[config.mk]
export PLATFORM = sky130hd
export DESIGN_NAME = mni_node_top
export DESIGN_NICKNAME = d
export VERILOG_FILES = /design/src/hdl/mni_pkg.sv /design/src/hdl/flit_link_if.sv /design/src/hdl/mni_depacketizer.sv /design/src/hdl/mni_node_top.sv /design/src/hdl/mni_packetizer.sv /design/src/hdl/mni_request_stage.sv /design/src/hdl/sni_memory_target.sv
export SDC_FILE = /design/constraint.sdc
export NUM_CORES = 1
export LEC_CHECK = 0
export BUFFER_PORTS_ARGS = -buffer_cell sky130_fd_sc_hd__buf_2
export CELL_PAD_IN_SITES_DETAIL_PLACEMENT = 0
export CELL_PAD_IN_SITES_GLOBAL_PLACEMENT = 1
export CORE_MARGIN = 10
export CORE_UTILIZATION = 40
export DETAILED_ROUTE_END_ITERATION = 12
export HOLD_SLACK_MARGIN = 0.15
export PLACE_DENSITY_LB_ADDON = 0.1
export SLEW_MARGIN = 20
export SYNTH_ARGS = -nofsm -noshare
export SYNTH_HDL_FRONTEND = slang
export SYNTH_HIERARCHICAL = 1
export SYNTH_SLANG_ARGS = --single-unit
[constraint.sdc]
create_clock -name clk -period 4 [get_ports clk]
set_input_delay 0.2 -clock clk [delete_from_list [all_inputs] [get_ports clk]]
set_output_delay 0.2 -clock clk [all_outputs]
set_load 0.01 [all_outputs]
[src/hdl/mni_pkg.sv]
package mni_pkg;

	// ********************************************************************
	// Node widths
	// ********************************************************************
	localparam int ADDR_W = 32;
	localparam int DATA_W = 32;
	localparam int PERMIT_W = 4;
	localparam int BURDEN_W = 4;

	// Target memory and credit sizing
	localparam int MEM_WORDS = 16;
	localparam int MEM_IDX_W = $clog2(MEM_WORDS);
	localparam int MAX_OUTSTANDING = 2;
	localparam int OUT_CNT_W = $clog2(MAX_OUTSTANDING + 1);

	// ********************************************************************
	// Flit format
	// ********************************************************************
	typedef enum logic [1:0] {
		FLIT_HEAD = 2'd0,
		FLIT_BODY = 2'd1,
		FLIT_TAIL = 2'd2
	} flit_kind_e;

	// Head word, burden sits in the top bits
	typedef struct packed {
		logic [BURDEN_W-1:0] burden;
		logic write;
		logic response;
		logic [PERMIT_W-1:0] permit;
		logic [DATA_W-BURDEN_W-PERMIT_W-3:0] pad;
	} flit_head_t;

	// Head flits decode through head, body and tail flits through data
	typedef union packed {
		flit_head_t head;
		logic [DATA_W-1:0] data;
	} flit_payload_u;

	typedef struct packed {
		flit_kind_e kind;
		flit_payload_u payload;
	} flit_t;

endpackage

[src/hdl/flit_link_if.sv]
`timescale 1ns/10ps

// One flit stream, moves when valid and ready are both high
interface flit_link_if;
	import mni_pkg::*;

	logic valid;
	flit_kind_e kind;
	flit_payload_u payload;
	logic last;
	logic ready;

	modport sender (
		output valid,
		output kind,
		output payload,
		output last,
		input ready
	);

	modport receiver (
		input valid,
		input kind,
		input payload,
		input last,
		output ready
	);

endinterface

[src/hdl/mni_depacketizer.sv]
`timescale 1ns/10ps

module mni_depacketizer (
	input logic clk,
	input logic rst_n,

	flit_link_if.receiver bwd_link,

	input logic [1:0] rsp_dready,
	output logic rsp_valid,
	output logic [mni_pkg::DATA_W-1:0] rsp_rdata,
	output logic [mni_pkg::BURDEN_W-1:0] rsp_burden,
	output logic rsp_done
);
	import mni_pkg::*;

	typedef enum logic [1:0] {
		D_HEAD,
		D_DATA,
		D_HOLD
	} dpk_state_e;

	dpk_state_e state;
	logic take;
	logic hold_write;

	// Link stalls while a response waits on the local master
	assign bwd_link.ready = (state != D_HOLD);
	assign take = bwd_link.valid && bwd_link.ready;

	assign rsp_valid = (state == D_HOLD);
	// Write acknowledge completes on bit 0, read data on bit 1
	assign rsp_done = rsp_valid && (hold_write ? rsp_dready[0] : rsp_dready[1]);

	always_ff @(posedge clk or negedge rst_n) begin
		if (!rst_n) begin
			state <= D_HEAD;
		end else begin
			case (state)
				D_HEAD: if (take) state <= D_DATA;
				D_DATA: if (take && bwd_link.last) state <= D_HOLD;
				D_HOLD: if (rsp_done) state <= D_HEAD;
				default: state <= D_HEAD;
			endcase
		end
	end

	always_ff @(posedge clk) begin
		if (take && state == D_HEAD) begin
			rsp_burden <= bwd_link.payload.head.burden;
			hold_write <= bwd_link.payload.head.write;
		end
		if (take && state == D_DATA) begin
			rsp_rdata <= bwd_link.payload.data;
		end
	end

	a_response_head: assert property (@(posedge clk) disable iff (!rst_n)
		take && state == D_HEAD |->
			bwd_link.kind == FLIT_HEAD && bwd_link.payload.head.response)
		else $error("backward packet head without response flag");

endmodule

[src/hdl/mni_node_top.sv]
`timescale 1ns/10ps

module mni_node_top (
	input logic clk,
	input logic rst_n,
	input logic comm_disable,

	input logic req_valid,
	output logic [1:0] req_dready,
	input logic [mni_pkg::ADDR_W-1:0] req_addr,
	input logic req_write,
	input logic [mni_pkg::DATA_W-1:0] req_wdata,
	input logic [mni_pkg::PERMIT_W-1:0] req_wpermit,
	input logic [mni_pkg::BURDEN_W-1:0] req_burden,

	input logic [1:0] rsp_dready,
	output logic rsp_valid,
	output logic [mni_pkg::DATA_W-1:0] rsp_rdata,
	output logic [mni_pkg::BURDEN_W-1:0] rsp_burden
);

	// Held command between request stage and packetizer
	logic cmd_valid;
	logic [mni_pkg::ADDR_W-1:0] cmd_addr;
	logic cmd_write;
	logic [mni_pkg::DATA_W-1:0] cmd_wdata;
	logic [mni_pkg::PERMIT_W-1:0] cmd_permit;
	logic [mni_pkg::BURDEN_W-1:0] cmd_burden;
	logic cmd_taken;
	logic rsp_done;

	flit_link_if fwd_link ();
	flit_link_if bwd_link ();

	// ********************************************************************
	// Master side, request path
	// ********************************************************************
	mni_request_stage u_request_stage (
		.clk(clk),
		.rst_n(rst_n),
		.comm_disable(comm_disable),
		.req_valid(req_valid),
		.req_dready(req_dready),
		.req_addr(req_addr),
		.req_write(req_write),
		.req_wdata(req_wdata),
		.req_wpermit(req_wpermit),
		.req_burden(req_burden),
		.cmd_valid(cmd_valid),
		.cmd_addr(cmd_addr),
		.cmd_write(cmd_write),
		.cmd_wdata(cmd_wdata),
		.cmd_permit(cmd_permit),
		.cmd_burden(cmd_burden),
		.cmd_taken(cmd_taken),
		.rsp_done(rsp_done)
	);

	mni_packetizer u_packetizer (
		.clk(clk),
		.rst_n(rst_n),
		.cmd_valid(cmd_valid),
		.cmd_addr(cmd_addr),
		.cmd_write(cmd_write),
		.cmd_wdata(cmd_wdata),
		.cmd_permit(cmd_permit),
		.cmd_burden(cmd_burden),
		.cmd_taken(cmd_taken),
		.fwd_link(fwd_link.sender)
	);

	// Slave side closes the loop
	sni_memory_target u_target (
		.clk(clk),
		.rst_n(rst_n),
		.fwd_link(fwd_link.receiver),
		.bwd_link(bwd_link.sender)
	);

	mni_depacketizer u_depacketizer (
		.clk(clk),
		.rst_n(rst_n),
		.bwd_link(bwd_link.receiver),
		.rsp_dready(rsp_dready),
		.rsp_valid(rsp_valid),
		.rsp_rdata(rsp_rdata),
		.rsp_burden(rsp_burden),
		.rsp_done(rsp_done)
	);

endmodule

[src/hdl/mni_packetizer.sv]
`timescale 1ns/10ps

module mni_packetizer (
	input logic clk,
	input logic rst_n,

	input logic cmd_valid,
	input logic [mni_pkg::ADDR_W-1:0] cmd_addr,
	input logic cmd_write,
	input logic [mni_pkg::DATA_W-1:0] cmd_wdata,
	input logic [mni_pkg::PERMIT_W-1:0] cmd_permit,
	input logic [mni_pkg::BURDEN_W-1:0] cmd_burden,
	output logic cmd_taken,

	flit_link_if.sender fwd_link
);
	import mni_pkg::*;

	typedef enum logic [1:0] {
		P_IDLE,
		P_HEAD,
		P_ADDR,
		P_DATA
	} pkt_state_e;

	pkt_state_e state;
	flit_t tx_flit;
	logic tx_valid;
	logic tx_last;

	always_ff @(posedge clk or negedge rst_n) begin
		if (!rst_n) begin
			state <= P_IDLE;
		end else begin
			case (state)
				P_IDLE: if (cmd_valid) state <= P_HEAD;
				P_HEAD: if (fwd_link.ready) state <= P_ADDR;
				P_ADDR: if (fwd_link.ready) state <= cmd_write ? P_DATA : P_IDLE;
				P_DATA: if (fwd_link.ready) state <= P_IDLE;
				default: state <= P_IDLE;
			endcase
		end
	end

	// ********************************************************************
	// Flit build, straight from the held command
	// ********************************************************************
	always_comb begin
		tx_flit = '0;
		case (state)
			P_HEAD: begin
				tx_flit.kind = FLIT_HEAD;
				tx_flit.payload.head.burden = cmd_burden;
				tx_flit.payload.head.write = cmd_write;
				tx_flit.payload.head.response = 1'b0;
				tx_flit.payload.head.permit = cmd_permit;
			end
			P_ADDR: begin
				// a read ends on its address flit
				tx_flit.kind = cmd_write ? FLIT_BODY : FLIT_TAIL;
				tx_flit.payload.data = cmd_addr;
			end
			P_DATA: begin
				tx_flit.kind = FLIT_TAIL;
				tx_flit.payload.data = cmd_wdata;
			end
			default: ;
		endcase
	end

	assign tx_valid = (state != P_IDLE);
	assign tx_last = (tx_flit.kind == FLIT_TAIL);

	assign fwd_link.valid = tx_valid;
	assign fwd_link.kind = tx_flit.kind;
	assign fwd_link.payload = tx_flit.payload;
	assign fwd_link.last = tx_last;

	// Command leaves with its tail flit
	assign cmd_taken = tx_valid && fwd_link.ready && tx_last;

	a_hold_when_stalled: assert property (@(posedge clk) disable iff (!rst_n)
		tx_valid && !fwd_link.ready |=> tx_valid && $stable(tx_flit))
		else $error("forward flit changed while stalled");

endmodule

[src/hdl/mni_request_stage.sv]
`timescale 1ns/10ps

module mni_request_stage (
	input logic clk,
	input logic rst_n,
	input logic comm_disable,

	input logic req_valid,
	output logic [1:0] req_dready,
	input logic [mni_pkg::ADDR_W-1:0] req_addr,
	input logic req_write,
	input logic [mni_pkg::DATA_W-1:0] req_wdata,
	input logic [mni_pkg::PERMIT_W-1:0] req_wpermit,
	input logic [mni_pkg::BURDEN_W-1:0] req_burden,

	output logic cmd_valid,
	output logic [mni_pkg::ADDR_W-1:0] cmd_addr,
	output logic cmd_write,
	output logic [mni_pkg::DATA_W-1:0] cmd_wdata,
	output logic [mni_pkg::PERMIT_W-1:0] cmd_permit,
	output logic [mni_pkg::BURDEN_W-1:0] cmd_burden,
	input logic cmd_taken,

	input logic rsp_done
);
	import mni_pkg::*;

	logic alive;
	logic [OUT_CNT_W-1:0] out_cnt;
	logic credits_full;
	logic cmd_busy;
	logic req_accept;

	// Held low through reset and its last cycle
	always_ff @(posedge clk or negedge rst_n) begin
		if (!rst_n) begin
			alive <= 1'b0;
		end else begin
			alive <= 1'b1;
		end
	end

	assign credits_full = (out_cnt == OUT_CNT_W'(MAX_OUTSTANDING));
	assign cmd_busy = cmd_valid && !cmd_taken;
	assign req_dready = (!alive || comm_disable || cmd_busy || credits_full) ? 2'b00 : 2'b11;

	// bit 0 takes writes, bit 1 takes reads
	assign req_accept = req_valid && (req_write ? req_dready[0] : req_dready[1]);

	// ********************************************************************
	// Command register
	// ********************************************************************
	always_ff @(posedge clk or negedge rst_n) begin
		if (!rst_n) begin
			cmd_valid <= 1'b0;
		end else if (req_accept) begin
			cmd_valid <= 1'b1;
		end else if (cmd_taken) begin
			cmd_valid <= 1'b0;
		end
	end

	always_ff @(posedge clk) begin
		if (req_accept) begin
			cmd_addr <= req_addr;
			cmd_write <= req_write;
			cmd_wdata <= req_wdata;
			cmd_permit <= req_wpermit;
			cmd_burden <= req_burden;
		end
	end

	// Requests in flight, from acceptance until the response completes
	always_ff @(posedge clk or negedge rst_n) begin
		if (!rst_n) begin
			out_cnt <= '0;
		end else if (req_accept && !rsp_done) begin
			out_cnt <= out_cnt + 1'b1;
		end else if (rsp_done && !req_accept) begin
			out_cnt <= out_cnt - 1'b1;
		end
	end

	a_credit_range: assert property (@(posedge clk) disable iff (!rst_n)
		(out_cnt <= OUT_CNT_W'(MAX_OUTSTANDING)) && !(rsp_done && out_cnt == '0))
		else $error("outstanding counter out of range");

endmodule

[src/hdl/sni_memory_target.sv]
`timescale 1ns/10ps

module sni_memory_target (
	input logic clk,
	input logic rst_n,

	flit_link_if.receiver fwd_link,
	flit_link_if.sender bwd_link
);
	import mni_pkg::*;

	typedef enum logic [2:0] {
		T_HEAD,
		T_ADDR,
		T_DATA,
		T_RSP_HEAD,
		T_RSP_TAIL
	} tgt_state_e;

	tgt_state_e state;
	logic take;
	logic [MEM_IDX_W-1:0] rd_idx;
	logic [DATA_W-1:0] mem [MEM_WORDS];

	// Request fields and response word
	logic [BURDEN_W-1:0] req_burden;
	logic req_write;
	logic [PERMIT_W-1:0] req_permit;
	logic [MEM_IDX_W-1:0] word_idx;
	logic [DATA_W-1:0] rsp_data;
	flit_t rsp_flit;

	// No request flits while a response is on its way out
	assign fwd_link.ready = (state == T_HEAD) || (state == T_ADDR) || (state == T_DATA);
	assign take = fwd_link.valid && fwd_link.ready;

	// Only address bits 5..2 matter
	assign rd_idx = fwd_link.payload.data[MEM_IDX_W+1:2];

	always_ff @(posedge clk or negedge rst_n) begin
		if (!rst_n) begin
			state <= T_HEAD;
		end else begin
			case (state)
				T_HEAD: if (take) state <= T_ADDR;
				T_ADDR: if (take) state <= fwd_link.last ? T_RSP_HEAD : T_DATA;
				T_DATA: if (take) state <= T_RSP_HEAD;
				T_RSP_HEAD: if (bwd_link.ready) state <= T_RSP_TAIL;
				T_RSP_TAIL: if (bwd_link.ready) state <= T_HEAD;
				default: state <= T_HEAD;
			endcase
		end
	end

	always_ff @(posedge clk) begin
		if (take && state == T_HEAD) begin
			req_burden <= fwd_link.payload.head.burden;
			req_write <= fwd_link.payload.head.write;
			req_permit <= fwd_link.payload.head.permit;
		end
		if (take && state == T_ADDR) begin
			word_idx <= rd_idx;
			if (fwd_link.last) begin
				rsp_data <= mem[rd_idx];
			end
		end
		// write acknowledge carries a zero word
		if (take && state == T_DATA) begin
			rsp_data <= '0;
		end
	end

	// ********************************************************************
	// Memory, byte merge under the permit bits
	// ********************************************************************
	always_ff @(posedge clk or negedge rst_n) begin
		if (!rst_n) begin
			for (int i = 0; i < MEM_WORDS; i++) begin
				mem[i] <= '0;
			end
		end else if (take && state == T_DATA) begin
			for (int b = 0; b < PERMIT_W; b++) begin
				if (req_permit[b]) begin
					mem[word_idx][8*b +: 8] <= fwd_link.payload.data[8*b +: 8];
				end
			end
		end
	end

	// Response packet
	always_comb begin
		rsp_flit = '0;
		if (state == T_RSP_HEAD) begin
			rsp_flit.kind = FLIT_HEAD;
			rsp_flit.payload.head.burden = req_burden;
			rsp_flit.payload.head.write = req_write;
			rsp_flit.payload.head.response = 1'b1;
			rsp_flit.payload.head.permit = req_permit;
		end else begin
			rsp_flit.kind = FLIT_TAIL;
			rsp_flit.payload.data = rsp_data;
		end
	end

	assign bwd_link.valid = (state == T_RSP_HEAD) || (state == T_RSP_TAIL);
	assign bwd_link.kind = rsp_flit.kind;
	assign bwd_link.payload = rsp_flit.payload;
	assign bwd_link.last = (state == T_RSP_TAIL);

	a_head_first: assert property (@(posedge clk) disable iff (!rst_n)
		take && state == T_HEAD |-> fwd_link.kind == FLIT_HEAD)
		else $error("request packet did not start with a head flit");

endmodule

# [Word level (Yosys, flattened, before mapping)]
# Index checks and enable logic that the tools add are counted.
[word_totals] register_bits=678 out_inout_bits=39 elab_cells=152
[op_classes] n_addsub=2 magnitude_cmp=3 eq_ne=24 n_mux=50 n_bitwise=2 reduce_logical=35
[ops] cell="$mux W512" n=7
[ops] cell="$bwmux W512" n=4
[ops] cell="$demux W32 S4" n=4
[ops] cell="$bmux W32 S4" n=1
[ops] cell="$mux W32" n=3
[ops] cell="$pmux W22 S2" n=1
[ops] cell="$pmux W12 S3" n=1
[ops] cell="$mux W2" n=12
[ops] cell="$mux W24" n=1
[ops] cell="$ne A2 B1 Y1 const B" n=9
[ops] cell="$mux W16" n=1
[ops] cell="$logic_and A1 B1 Y1" n=15
[ops] cell="$mux W3" n=5
[ops] cell="$pmux W3 S5" n=1
[ops] cell="$eq A2 B2 Y1 const B" n=5
[ops] cell="$ge A5 B5 Y1 const B" n=2
[ops] cell="$mux W10" n=1
[ops] cell="$not A4 Y5" n=2
[ops] cell="$mux W8" n=1
[ops] cell="$ne A2 B2 Y1 const B" n=4
[ops] cell="$pmux W2 S4" n=1
[ops] cell="$eq A3 B2 Y1 const B" n=2
[ops] cell="$logic_or A1 B1 Y1" n=6
[ops] cell="$pmux W2 S3" n=1
[ops] cell="15 further kinds" n=26

# [Depth between registers and ports, before layout]
# Gate-level depths: netlist of the first run.
[logic_depth] ltp_word=16 mapped_depth=12 mapped_depth_nobuf=9

# [Hierarchy]
# Netlist of the first run, hierarchy kept.
[modules_own_cells] module="sni_memory_target" n_inst=1 cells_each=1642 area_each_um2=25034.0
[modules_own_cells] module="mni_request_stage" n_inst=1 cells_each=90 area_each_um2=2399.8
[modules_own_cells] module="mni_depacketizer" n_inst=1 cells_each=51 area_each_um2=1237.4
[modules_own_cells] module="mni_packetizer" n_inst=1 cells_each=89 area_each_um2=699.4

# [Least setup slack after synthesis of the first run]
# Ideal clock, no wire load.
[synth_timing] kind="register -> register" from="register u_target.state[1]" to="register u_request_stage.out_cnt[1]" setup_time_ns=0.079 arrival_time_ns=3.995 t_required_ns=3.921 path_slack_ns=-0.074 path_stages_with_launch=10 n_path_buf=1 synth_period_minus_slack_ns=4.074 path_cell_list="dfrtp_1 -> clkbuf_1 -> a21oi_1 -> and3_1 -> nor2b_1 -> nor4b_4 -> and2_1 -> ha_1 -> nor2_1 -> xor2_1"
[synth_between] elab_chain_len=15 elab_cells_between_ends=19 cone_classes="eq/ne: 2; mux: 3; reduce/logical: 14"
[synth_lines] item="start: declaration" line="sni_memory_target.sv:20" source="tgt_state_e state;"
[synth_lines] item="start signal: assignment" line="sni_memory_target.sv:46" source="T_ADDR: if (take) state <= fwd_link.last ? T_RSP_HEAD : T_DATA;"
[synth_lines] item="$eq A3 B1 Y1 or $logic_not A3 Y1 (tied branches)" line="sni_memory_target.sv:34" source="assign fwd_link.ready = (state == T_HEAD) || (state == T_ADDR) || (state == T_DATA);"
[synth_lines] item="$logic_or A1 B1 Y1" line="sni_memory_target.sv:34"
[synth_lines] item="$logic_or A1 B1 Y1 *" line="sni_memory_target.sv:34"
[synth_lines] item="via fwd_link.ready" line="flit_link_if.sv:11" source="logic ready;"
[synth_lines] item="$logic_and A1 B1 Y1 * (2 in series)" line="mni_packetizer.sv:80" source="assign cmd_taken = tx_valid && fwd_link.ready && tx_last;"
[synth_lines] item="via cmd_taken" line="mni_node_top.sv:29" source="logic cmd_taken;"
[synth_lines] item="$logic_not A1 Y1 *" line="mni_request_stage.sv:44" source="assign cmd_busy = cmd_valid && !cmd_taken;"
[synth_lines] item="$logic_and A1 B1 Y1 *" line="mni_request_stage.sv:44"
[synth_lines] item="$logic_or A1 B1 Y1 * (2 in series)" line="mni_request_stage.sv:45" source="assign req_dready = (!alive || comm_disable || cmd_busy || credits_full) ? 2'b00 : 2'b11;"
[synth_lines] item="$mux W2 *" line="mni_request_stage.sv:45"
[synth_lines] item="via req_dready[0]" line="mni_node_top.sv:9" source="output logic [1:0] req_dready,"
[synth_lines] item="$mux W1 *" line="mni_request_stage.sv:48" source="assign req_accept = req_valid && (req_write ? req_dready[0] : req_dready[1]);"
[synth_lines] item="$logic_and A1 B1 Y1 *" line="mni_request_stage.sv:48"
[synth_lines] item="via u_request_stage.req_accept" line="mni_request_stage.sv:32" source="logic req_accept;"
[synth_lines] item="$logic_not A1 Y1" line="mni_request_stage.sv:79" source="end else if (rsp_done && !req_accept) begin"
[synth_lines] item="$logic_and A1 B1 Y1" line="mni_request_stage.sv:79"
[synth_lines] item="$reduce_bool A2 Y1 (no line)"
[synth_lines] item="end signal: assignment" line="mni_request_stage.sv:78" source="out_cnt <= out_cnt + 1'b1;"
[synth_lines] item="end signal: assignment" line="mni_request_stage.sv:80" source="out_cnt <= out_cnt - 1'b1;"
[synth_lines] item="end: declaration" line="mni_request_stage.sv:29" source="logic [OUT_CNT_W-1:0] out_cnt;"
# The timed path passes the listed nets; every way through them passes the cells marked *.
# A chain may end at the register's enable or synchronous reset.

==> results of run 1 <==
-- layout make-up --
class	instances	area (um^2)
Fill cell	6335	38380
Sequential cell	678	17420
Multi-Input combinational cell	1075	11440
Clock buffer	119	2260
Timing Repair Buffer	247	1904
Tap cell	959	1200
Clock inverter	21	203.9
Inverter	5	18.77
-- flip-flops by register name, indices dropped and copies added, names as in the netlist, 32 cells and up --
name	count
u_request_stage/cmd_addr	32
u_target/mem	512
u_target/rsp_data	32
u_depacketizer/rsp_rdata	32
u_request_stage/cmd_wdata	32
-- worst paths after layout --
kind | start | endpoint | depth (start not counted) | slack (ns)
max | u_packetizer/state[0] | u_target/rsp_data[22] | 7 | 1.11
min | rst_n | u_target/mem[506] | 2 | 0.22
max reg2reg | u_packetizer/state[0] | u_target/rsp_data[22] | 7 | 1.11
min reg2reg | u_request_stage/out_cnt[1] | u_request_stage/out_cnt[1] | 1 | 0.46
max in group asynchronous | rst_n | u_target/mem[11] | 3 | 2.66
min in group clk | rsp_dready[0] | u_request_stage/out_cnt[0] | 6 | 0.25
-- metrics by stage --
step                      hold WS [ns]    util
after detailed placement        0.3256  0.4282
final                           0.2221  0.4730
after floorplan               -0.09559       -
after global routing            0.2417  0.4730
after CTS                       0.2084  0.4728
after global placement          0.3133  0.4280
-- cells in the final DEF, fill, tap and decap left out, types with 9 or more instances in the layout --
master,instances
a22oi_1,30
and2_1,29
buf_12,11
buf_2,116
buf_4,41
clkbuf_1,29
clkbuf_16,81
clkbuf_8,9
dfrtp_1,522
dfxtp_1,32
dlygate4sd3_1,78
edfxtp_1,123
mux2_1,11
mux2_2,510
mux2i_1,129
mux4_2,98
nand2_1,53
nand2_2,44
nand2b_1,13
nor2_1,28
o211ai_1,48
-- power by group --
group	switching (uW)	total (uW)	internal (uW)	leakage, uW
Clock	2790	6930	4130	0.00119
Combinational	3820	6920	3100	0.00583
Sequential	984	10000	9060	0.00863
Total	7600	23900	16300	0.0156
-- metal layers --
layer / up-vias / part of all wire / track usage
li1: 7425 / - / -
met1: 8980 / 0.45 / 0.2511
met2: 298 / 0.49 / 0.3116
met3: 115 / 0.034 / 0.02938
met4: 0 / 0.025 / 0.05080
met5: - / 0 / 0
==> key figures, run 1 <==
Worst setup path
  • Worst Path Max Fanout: 25
  • Worst Path Buf+Inv: 2
  • Startpoint types: register
  • Critical-path top delay cell: mux4_2
  • Worst Path Arrival: 3.37 ns
  • Worst EP required: 4.48 ns
  • Worst path top cell family by delay: multiplexers
  • CP endpoint kind: register
  • Worst-path cell chain: buf_4 -> mux2i_1 -> nor2_4 -> buf_4 -> mux4_2 -> mux2i_1 -> o221ai_1
  • Kind of critical path: register to register
  • CP max stage delay: 0.55 ns

Power
  • Tot Pwr: 23,900 uW
  • Leak: 0.01565 uW
  • Max IR drop VDD: 439.1 uV
  • Pwr dens: 693.6 mW/mm^2

CTS
  • Max clock buf depth: 3
  • Root Driver: clkbuf_16
  • CTS Hold Bufs: 78
  • Number of H-tree levels: 3
  • Clock slew at reported path FFs: 0.06 ns
  • Clk Latency, worst-skew pair: 0.61 ns
  • TritonCTS buffer count: 76
  • Clock sinks: 678
  • Post-CTS Resized: 0
  • Post-CTS Setup Inserts: 0
  • CTS tree: built

Finish
  • Final net count: 2,163
  • Final std cells w/o fill: 3,104
  • Synth-to-layout area growth: 17.39%
  • Design area: 0.03445 mm^2
  • ANT cells: 0
  • Share of post-route cells with drive strength above 1: 0.4415

Route
  • Drt initial violations: 929
  • DR vias: 16.82k
  • Drt first pass iters: 5
  • Residual DRC: 0
  • Avg WL per Cell: 25.56 um
  • Final Routed Wirelength: 79,330 um
  • Remaining antenna violation count: 0
  • Vias/cell: 5.418

STA
  • RSZ-0062 raised after global routing: no
  • Final min period: 2.888 ns
  • Worst Tran Pin Value: 1.062 ns
  • Final WS setup: 1.112 ns
  • Final Hold Viols: 0
  • Fmax: 0.3463 GHz
  • Setup TNS: 0 ns
  • Count of final max-slew check failures: 0
  • Setup Viol. Count Final: 0
  • Clock skew: 0.01575 ns
  • Rel. slew slack: 0.2920
  • Period Utilization, post-route: 0.7219

Global routing
  • Largest net degree at the start of global routing: 106
  • Initial antenna violation count: 2
  • Vias in the first global route: 18.28k
  • Overall routing resource usage: 0.1872
  • First-pass GRT wire length: 120,200 um
  • Gr ovfl total: 0

Status
  • Status: finished, final reports clean

Place
  • Final GP Congestion: 0.7515
  • Port bufs: 117
  • Placed Area: 0.03119 mm^2
  • Pre-CTS setup slack: 1.089 ns
  • Placed cell count: 2,886
  • Detailed Place HPWL: 49,690 um

Hold path
  • Worst hold path type: input pin to async pin

Floorplanning
  • Die Wd: 290.9 um
  • Die height: 290.9 um
  • Num ports: 118
  • Core area: 0.07283 mm^2
  • Die footprint: 0.08461 mm^2
  • Initial cell density of the core: 0.4030
  • Number of placement rows: 99

Logic synthesis
  • Syn Area/Cell: 15.71 um^2
  • Yosys warns: 6
  • Mapped Area: 0.02935 mm^2
  • Mapped Cells: 1,868
  • Syn nets: 1,948

Job
  • Max-cap viol count: 0
(Power assumes the default switching activity.)
==> run 2, diff against run 1 <==
==> constraint.sdc (replaced) <==
create_clock -name clk -period 2.7 [get_ports clk]
set_input_delay 0.135 -clock clk [delete_from_list [all_inputs] [get_ports clk]]
set_output_delay 0.135 -clock clk [all_outputs]
set_load 0.01 [all_outputs]
==> run 2 against run 1 <==
  * Worst hold slack worse by 0.027 ns
  * Total power up 51%
  * Critical path depth is 1 higher
  * Largest power group unchanged
  * Routed wire length fell by 2.0%
  * Setup slack worse by 0.97 ns
  * Final area increased by 2.0%
  * Sequential share of layout area is 1.0 points lower
  * Sequential cell count did not move
  * Final cell count up 2.0%
  * Die area is the same
==> key figures, run 2 (same netlist as run 1, synthesis figures left out) <==
CTS
  • TritonCTS buffer count: 77 (+1.3%)
  • Number of H-tree levels: 3 (unchanged)
  • CTS tree: built
  • Clk Latency, worst-skew pair: 0.61 ns (about the same)
  • Clock slew at reported path FFs: 0.06 ns (about the same)
  • Root Driver: clkbuf_16
  • Max clock buf depth: 3 (unchanged)
  • Clock sinks: 678 (unchanged)

Worst setup path
  • Worst Path Arrival: 3.05 ns (-0.32 ns)
  • CP endpoint kind: register
  • FF-to-FF Start: u_packetizer/state[0]
  • Kind of critical path: register to register
  • Reg-to-Reg End: u_target/rsp_data[28]
  • Worst r2r path cells: 8 (+1)
  • Reg2Reg Setup Slack: 0.14 ns (-0.97 ns)
  • Worst EP required: 3.19 ns (-1.29 ns)
  • Worst Path Max Fanout: 38 (+52%)
  • Startpoint types: register

Global routing
  • Overall routing resource usage: 0.1849 (-0.002285)
  • Gr ovfl total: 0 (unchanged)
  • Initial antenna violation count: 0 (-2)
  • Vias in the first global route: 18.89k (+3.3%)
  • Largest net degree at the start of global routing: 95 (-10%)
  • First-pass GRT wire length: 120,800 um (+0.48%)

Power
  • Pwr dens: 1025 mW/mm^2 (+48%)
  • Leak: 0.01602 uW (+2.4%)
  • Max IR drop VDD: 639.1 uV (+46%)
  • Tot Pwr: 36,010 uW (+51%)

Hold path
  • Hold Crit Start: comm_disable
  • Hold-critical path depth: 5
  • Worst hold path type: input pin to register
  • Hold worst-path end: u_request_stage/out_cnt[0]

Finish
  • Final std cells w/o fill: 3,165 (+2.0%)
  • Share of post-route cells with drive strength above 1: 0.4583 (+0.01680)
  • Design area: 0.03515 mm^2 (+2.0%)
  • Max reg flops: 512 (unchanged)
  • Most flop-heavy register: u_target/mem
  • Synth-to-layout area growth: 19.75%
  • Commonest cells after routing, fill and taps aside: 522 x dfrtp_1, 510 x mux2_2, 129 x mux2i_1
  • Final Util: 0.4825 (+0.009499)
  • Most common cell after layout, fill and taps aside: dfrtp_1
  • Final net count: 2,224 (+2.8%)
  • ANT cells: 0 (unchanged)

Route
  • Remaining antenna violation count: 0 (unchanged)
  • Drt initial violations: 694 (-25%)
  • DR vias: 16.88k (+0.36%)
  • Final Routed Wirelength: 77,750 um (-2.0%)
  • Avg WL per Cell: 24.56 um (-3.9%)
  • Residual DRC: 0 (unchanged)
  • Drt first pass iters: 4 (-1)
  • Vias/cell: 5.333 (-1.6%)

Place
  • Pre-CTS setup slack: -0.09007 ns (-1.179 ns)
  • Detailed Place HPWL: 50,520 um (+1.7%)
  • Placed cell count: 2,945 (+2.0%)
  • Placed Area: 0.03178 mm^2 (+1.9%)
  • Final GP Congestion: 0.7783 (+3.6%)
  • Port bufs: 117 (unchanged)

Floorplanning
  • Die Wd: 290.9 um (unchanged)
  • Die height: 290.9 um (unchanged)
  • Initial cell density of the core: 0.4030 (unchanged)
  • Core area: 0.07283 mm^2 (unchanged)
  • Die footprint: 0.08461 mm^2 (unchanged)
  • Number of placement rows: 99 (unchanged)
  • Num ports: 118 (unchanged)

STA
  • Setup Viol. Count Final: 0 (unchanged)
  • Final WS setup: 0.1390 ns (-0.9735 ns)
  • Worst Tran Pin Value: 1.060 ns (-0.002181 ns)
  • RSZ-0062 raised after global routing: no
  • Clock skew: 0.01841 ns (+0.002658 ns)
  • Rel. slew slack: 0.2909 (-0.001156)
  • Final min period: 2.561 ns (-0.3265 ns)
  • Fmax: 0.3905 GHz (+13%)
  • Period Utilization, post-route: 0.9485 (+0.2266)
  • Final Hold Viols: 0 (unchanged)
  • Count of final max-slew check failures: 0 (unchanged)

Job
  • Max-cap viol count: 0 (unchanged)

Status
  • Status: finished, final reports clean
## run 2: power breakdown
part | internal (uW) | total (uW) | switching [uW] | leakage (uW)
sequential | 13400 | 14800 | 1350 | 0.00863
combinational | 5000 | 10900 | 5860 | 0.00615
clock | 6300 | 10400 | 4080 | 0.00124
## run 2: final cells by class
cell class / count / area, um^2
flip-flops and latches: 678 / 17420
fillers: 6333 / 37690
clock buffers: 130 / 2434
well taps: 959 / 1200
repair buffers: 307 / 2512
inverters: 5 / 18.77
clock inverters: 11 / 103.9
multi-input cells: 1075 / 11450
## run 2: repair_timing
| item | 4_1_cts | 5_1_grt |
|---|---|---|
| setup endpoints to repair | 3 | 0 |
| hold buffers | 79 | 0 |
| gates resized for setup | 1 | 0 |
| endpoints found under the hold margin | 577 | 0 |
| setup buffers | 0 | 0 |
## run 2: metrics by stage
stage	TNS, ns	hold WS [ns]
CTS	0	0.1611
global placement	-0.1278	0.1485
finish	0	0.1949
detailed placement	-0.1281	0.1553
global route	0	0.2124
floorplan	-0.07311	-0.1606
## run 2: metal layers
metal,up-vias,track usage,wire (um)
met3,85,0.02695,2631
met5,-,0,0
li1,7565,-,-
met1,8947,0.2462,35050
met4,0,0.04728,1370
met2,282,0.3128,38700
## run 2: worst max path at each step
stage,slack [ns],end,cells past startpoint,from
2_1_floorplan,-0.07,u_request_stage/out_cnt[1],10,u_target/state[1]
3_3_place_gp,-0.08,u_target/rsp_data[5],6,u_packetizer/state[0]
3_5_place_dp,-0.09,u_target/rsp_data[5],6,u_packetizer/state[0]
4_1_cts,0.12,u_target/rsp_data[28],8,u_packetizer/state[0]
5_1_grt,0.04,u_target/mem[211],5,u_packetizer/state[0]
6_report,0.14,u_target/rsp_data[28],8,u_packetizer/state[0]
## run 2: worst max-delay path, stage by stage (launching register included)
cell	delay, ns
dfrtp_2	0.43
buf_4	0.27
mux2i_1	0.52
nor2_4	0.09
buf_12	0.20
buf_12	0.19
mux4_2	0.30
mux2i_1	0.30
o21ai_0	0.11
==> run 3, diff against run 2 <==
--- a/config.mk
+++ b/config.mk
@@ -9,10 +9,11 @@
 export CELL_PAD_IN_SITES_DETAIL_PLACEMENT = 0
 export CELL_PAD_IN_SITES_GLOBAL_PLACEMENT = 1
 export CORE_MARGIN = 10
-export CORE_UTILIZATION = 40
+export CORE_UTILIZATION = 53
 export DETAILED_ROUTE_END_ITERATION = 12
 export HOLD_SLACK_MARGIN = 0.15
 export PLACE_DENSITY_LB_ADDON = 0.1
+export SETUP_SLACK_MARGIN = 0.4
 export SLEW_MARGIN = 20
 export SYNTH_ARGS = -nofsm -noshare
 export SYNTH_HDL_FRONTEND = slang
==> run 3 against run 2 <==
  * Total power is 1.6% higher
  * Clock-buffer cell count down 15
  * Largest power group unchanged
  * Non-clock buffer count increased by 41
  * Final area rose by 1.2%
  * Sequential power is essentially flat
  * Clock skew up 0.0070 ns
==> key figures, run 3 (same netlist as run 1, synthesis figures left out) <==
Status
  • Status: finished, final reports clean

STA
  • Final Hold Viols: 0 (unchanged)
  • Clock skew: 0.02540 ns (+0.006995 ns)
  • Final min period: 2.388 ns (-0.1728 ns)
  • Setup TNS: 0 ns (unchanged)
  • Rel. slew slack: 0.3185 (+0.02762)
  • WHS: 0.2349 ns (+0.04003 ns)
  • Count of final max-slew check failures: 0 (unchanged)
  • RSZ-0062 raised after global routing: yes
  • Worst Tran Pin Value: 1.018 ns (-0.04128 ns)
  • Period Utilization, post-route: 0.8845 (-0.06401)
  • Fmax: 0.4187 GHz (+7.2%)
  • Setup Viol. Count Final: 0 (unchanged)

Route
  • Vias/cell: 5.817 (+9.1%)
  • Drt initial violations: 1,000 (+44%)
  • Drt first pass iters: 5 (+1)
  • DR vias: 17.41k (+3.1%)
  • Avg WL per Cell: 25.44 um (+3.5%)
  • Remaining antenna violation count: 0 (unchanged)
  • Final Routed Wirelength: 76,130 um (-2.1%)
  • Residual DRC: 0 (unchanged)

Global routing
  • Initial antenna violation count: 3 (+3)
  • Largest net degree at the start of global routing: 79 (-17%)
  • Gr ovfl total: 0 (unchanged)
  • Vias in the first global route: 18.63k (-1.4%)
  • Overall routing resource usage: 0.2320 (+0.04708)
  • First-pass GRT wire length: 116,100 um (-3.8%)

Finish
  • Most common cell after layout, fill and taps aside: dfrtp_1
  • Final net count: 2,262 (+1.7%)
  • Commonest cells after routing, fill and taps aside: 519 x dfrtp_1, 510 x mux2_2, 123 x edfxtp_1
  • Multi-input gate area: 0.01172 mm^2 (+2.3%)
  • Synth-to-layout area growth: 21.16%
  • Max reg flops: 512 (unchanged)
  • Share of post-route cells with drive strength above 1: 0.4880 (+0.02966)
  • Most flop-heavy register: u_target/mem
  • FF/Latch Area: 0.01743 mm^2 (about the same)
  • Fillers: 4,017 (-37%)

Worst setup path
  • FF-to-FF Start: u_packetizer/state[0]
  • Reg2Reg Setup Slack: 0.31 ns (+0.17 ns)
  • Startpoint types: register
  • CP endpoint kind: register
  • Worst setup path start: u_packetizer/state[0]
  • Worst Path Max Fanout: 6 (-84%)
  • Worst Path Arrival: 2.84 ns (-0.21 ns)
  • Worst EP required: 3.15 ns (-0.04 ns)
  • Kind of critical path: register to register

CTS
  • Clock sinks: 678 (unchanged)
  • Root Driver: clkbuf_16
  • Max clock buf depth: 3 (unchanged)
  • Clk Latency, worst-skew pair: 0.61 ns (about the same)
  • Clock slew at reported path FFs: 0.06 ns (about the same)
  • TritonCTS buffer count: 74 (-3.9%)
  • CTS tree: built
  • Number of H-tree levels: 3 (unchanged)

Floorplanning
  • Core area: 0.05499 mm^2 (-25%)
  • Die Wd: 255.3 um (-12%)
  • Die footprint: 0.06519 mm^2 (-23%)
  • Number of placement rows: 86 (-13%)
  • Initial cell density of the core: 0.5338 (+0.1308)
  • Num ports: 118 (unchanged)
  • Die height: 255.3 um (-12%)

Place
  • Port bufs: 117 (unchanged)
  • Final GP Congestion: 0.7831 (+0.62%)
  • Detailed Place HPWL: 46,830 um (-7.3%)

Job
  • Max-cap viol count: 0 (unchanged)

Hold path
  • Hold Crit Start: req_wdata[3]
  • Worst hold path type: input pin to register

Power
  • Leak: 0.01653 uW (+3.2%)
  • Tot Pwr: 36,570 uW (+1.6%)
  • Pwr dens: 1029 mW/mm^2 (+0.37%)
  • Max IR drop VDD: 779.9 uV (+22%)
run 3: repair_timing:
item,4_1_cts,5_1_grt
endpoints found under the setup margin,565,288
hold buffers,81,0
pin swaps,3,6
cloned,4,2
resized for setup,61,37
endpoints found under the hold margin,563,0
buffers inserted,16,25
run 3: metal layers:
metal | GRT usage | share of wire | vias up
met3 | 0.04435 | 0.043 | 129
met4 | 0.07866 | 0.031 | 0
met1 | 0.3014 | 0.43 | 9271
li1 | - | - | 7648
met5 | 0 | 0 | -
met2 | 0.3858 | 0.50 | 361
run 3: worst paths after layout:
path,cells after the start,end
max,8,u_target/rsp_data[29]
min,2,u_request_stage/cmd_wdata[3]
max reg2reg,8,u_target/rsp_data[29]
min reg2reg,2,u_target/rsp_data[22]
max in group asynchronous,4,u_target/mem[455]
min in group asynchronous,3,u_target/mem[189]
run 3: through the flow:
stage	setup slack, ns	area [um^2]	utilization	cells
after detailed placement	-0.06350	31450	0.5720	2726
final	0.3118	35560	0.6467	2993
after floorplan	0.06715	29450	-	1868
after global placement	-0.03718	31440	0.5717	2726
after global routing	0.2430	35560	0.6467	2993
after CTS	0.3542	35130	0.6390	2963
run 3: layout make-up:
cell class,count,area share
repair buffers,348,0.08642
well taps,748,0.02632
multi-input cells,1075,0.3296
flip-flops and latches,678,0.4901
clock inverters,21,0.004328
clock buffers,115,0.06246
inverters,5,0.0006334
diodes,3,0.0002111
run 3: critical path, stage by stage (launching register included):
cell and delay (ns):
dfrtp_2 0.49, mux2i_2 0.20, nor2_4 0.18, buf_12 0.17, buf_12 0.11, buf_4 0.10, mux4_2 0.51, o211ai_1 0.32
o211ai_1 0.14
run 3: report_power, final:
part	switching (uW)	leakage (uW)	total [uW]	internal [uW]
Combinational	6170	0.00673	11900	5700
Sequential	1420	0.00862	14800	13400
Clock	4010	0.00117	9850	5840
Total	11600	0.0165	36600	25000
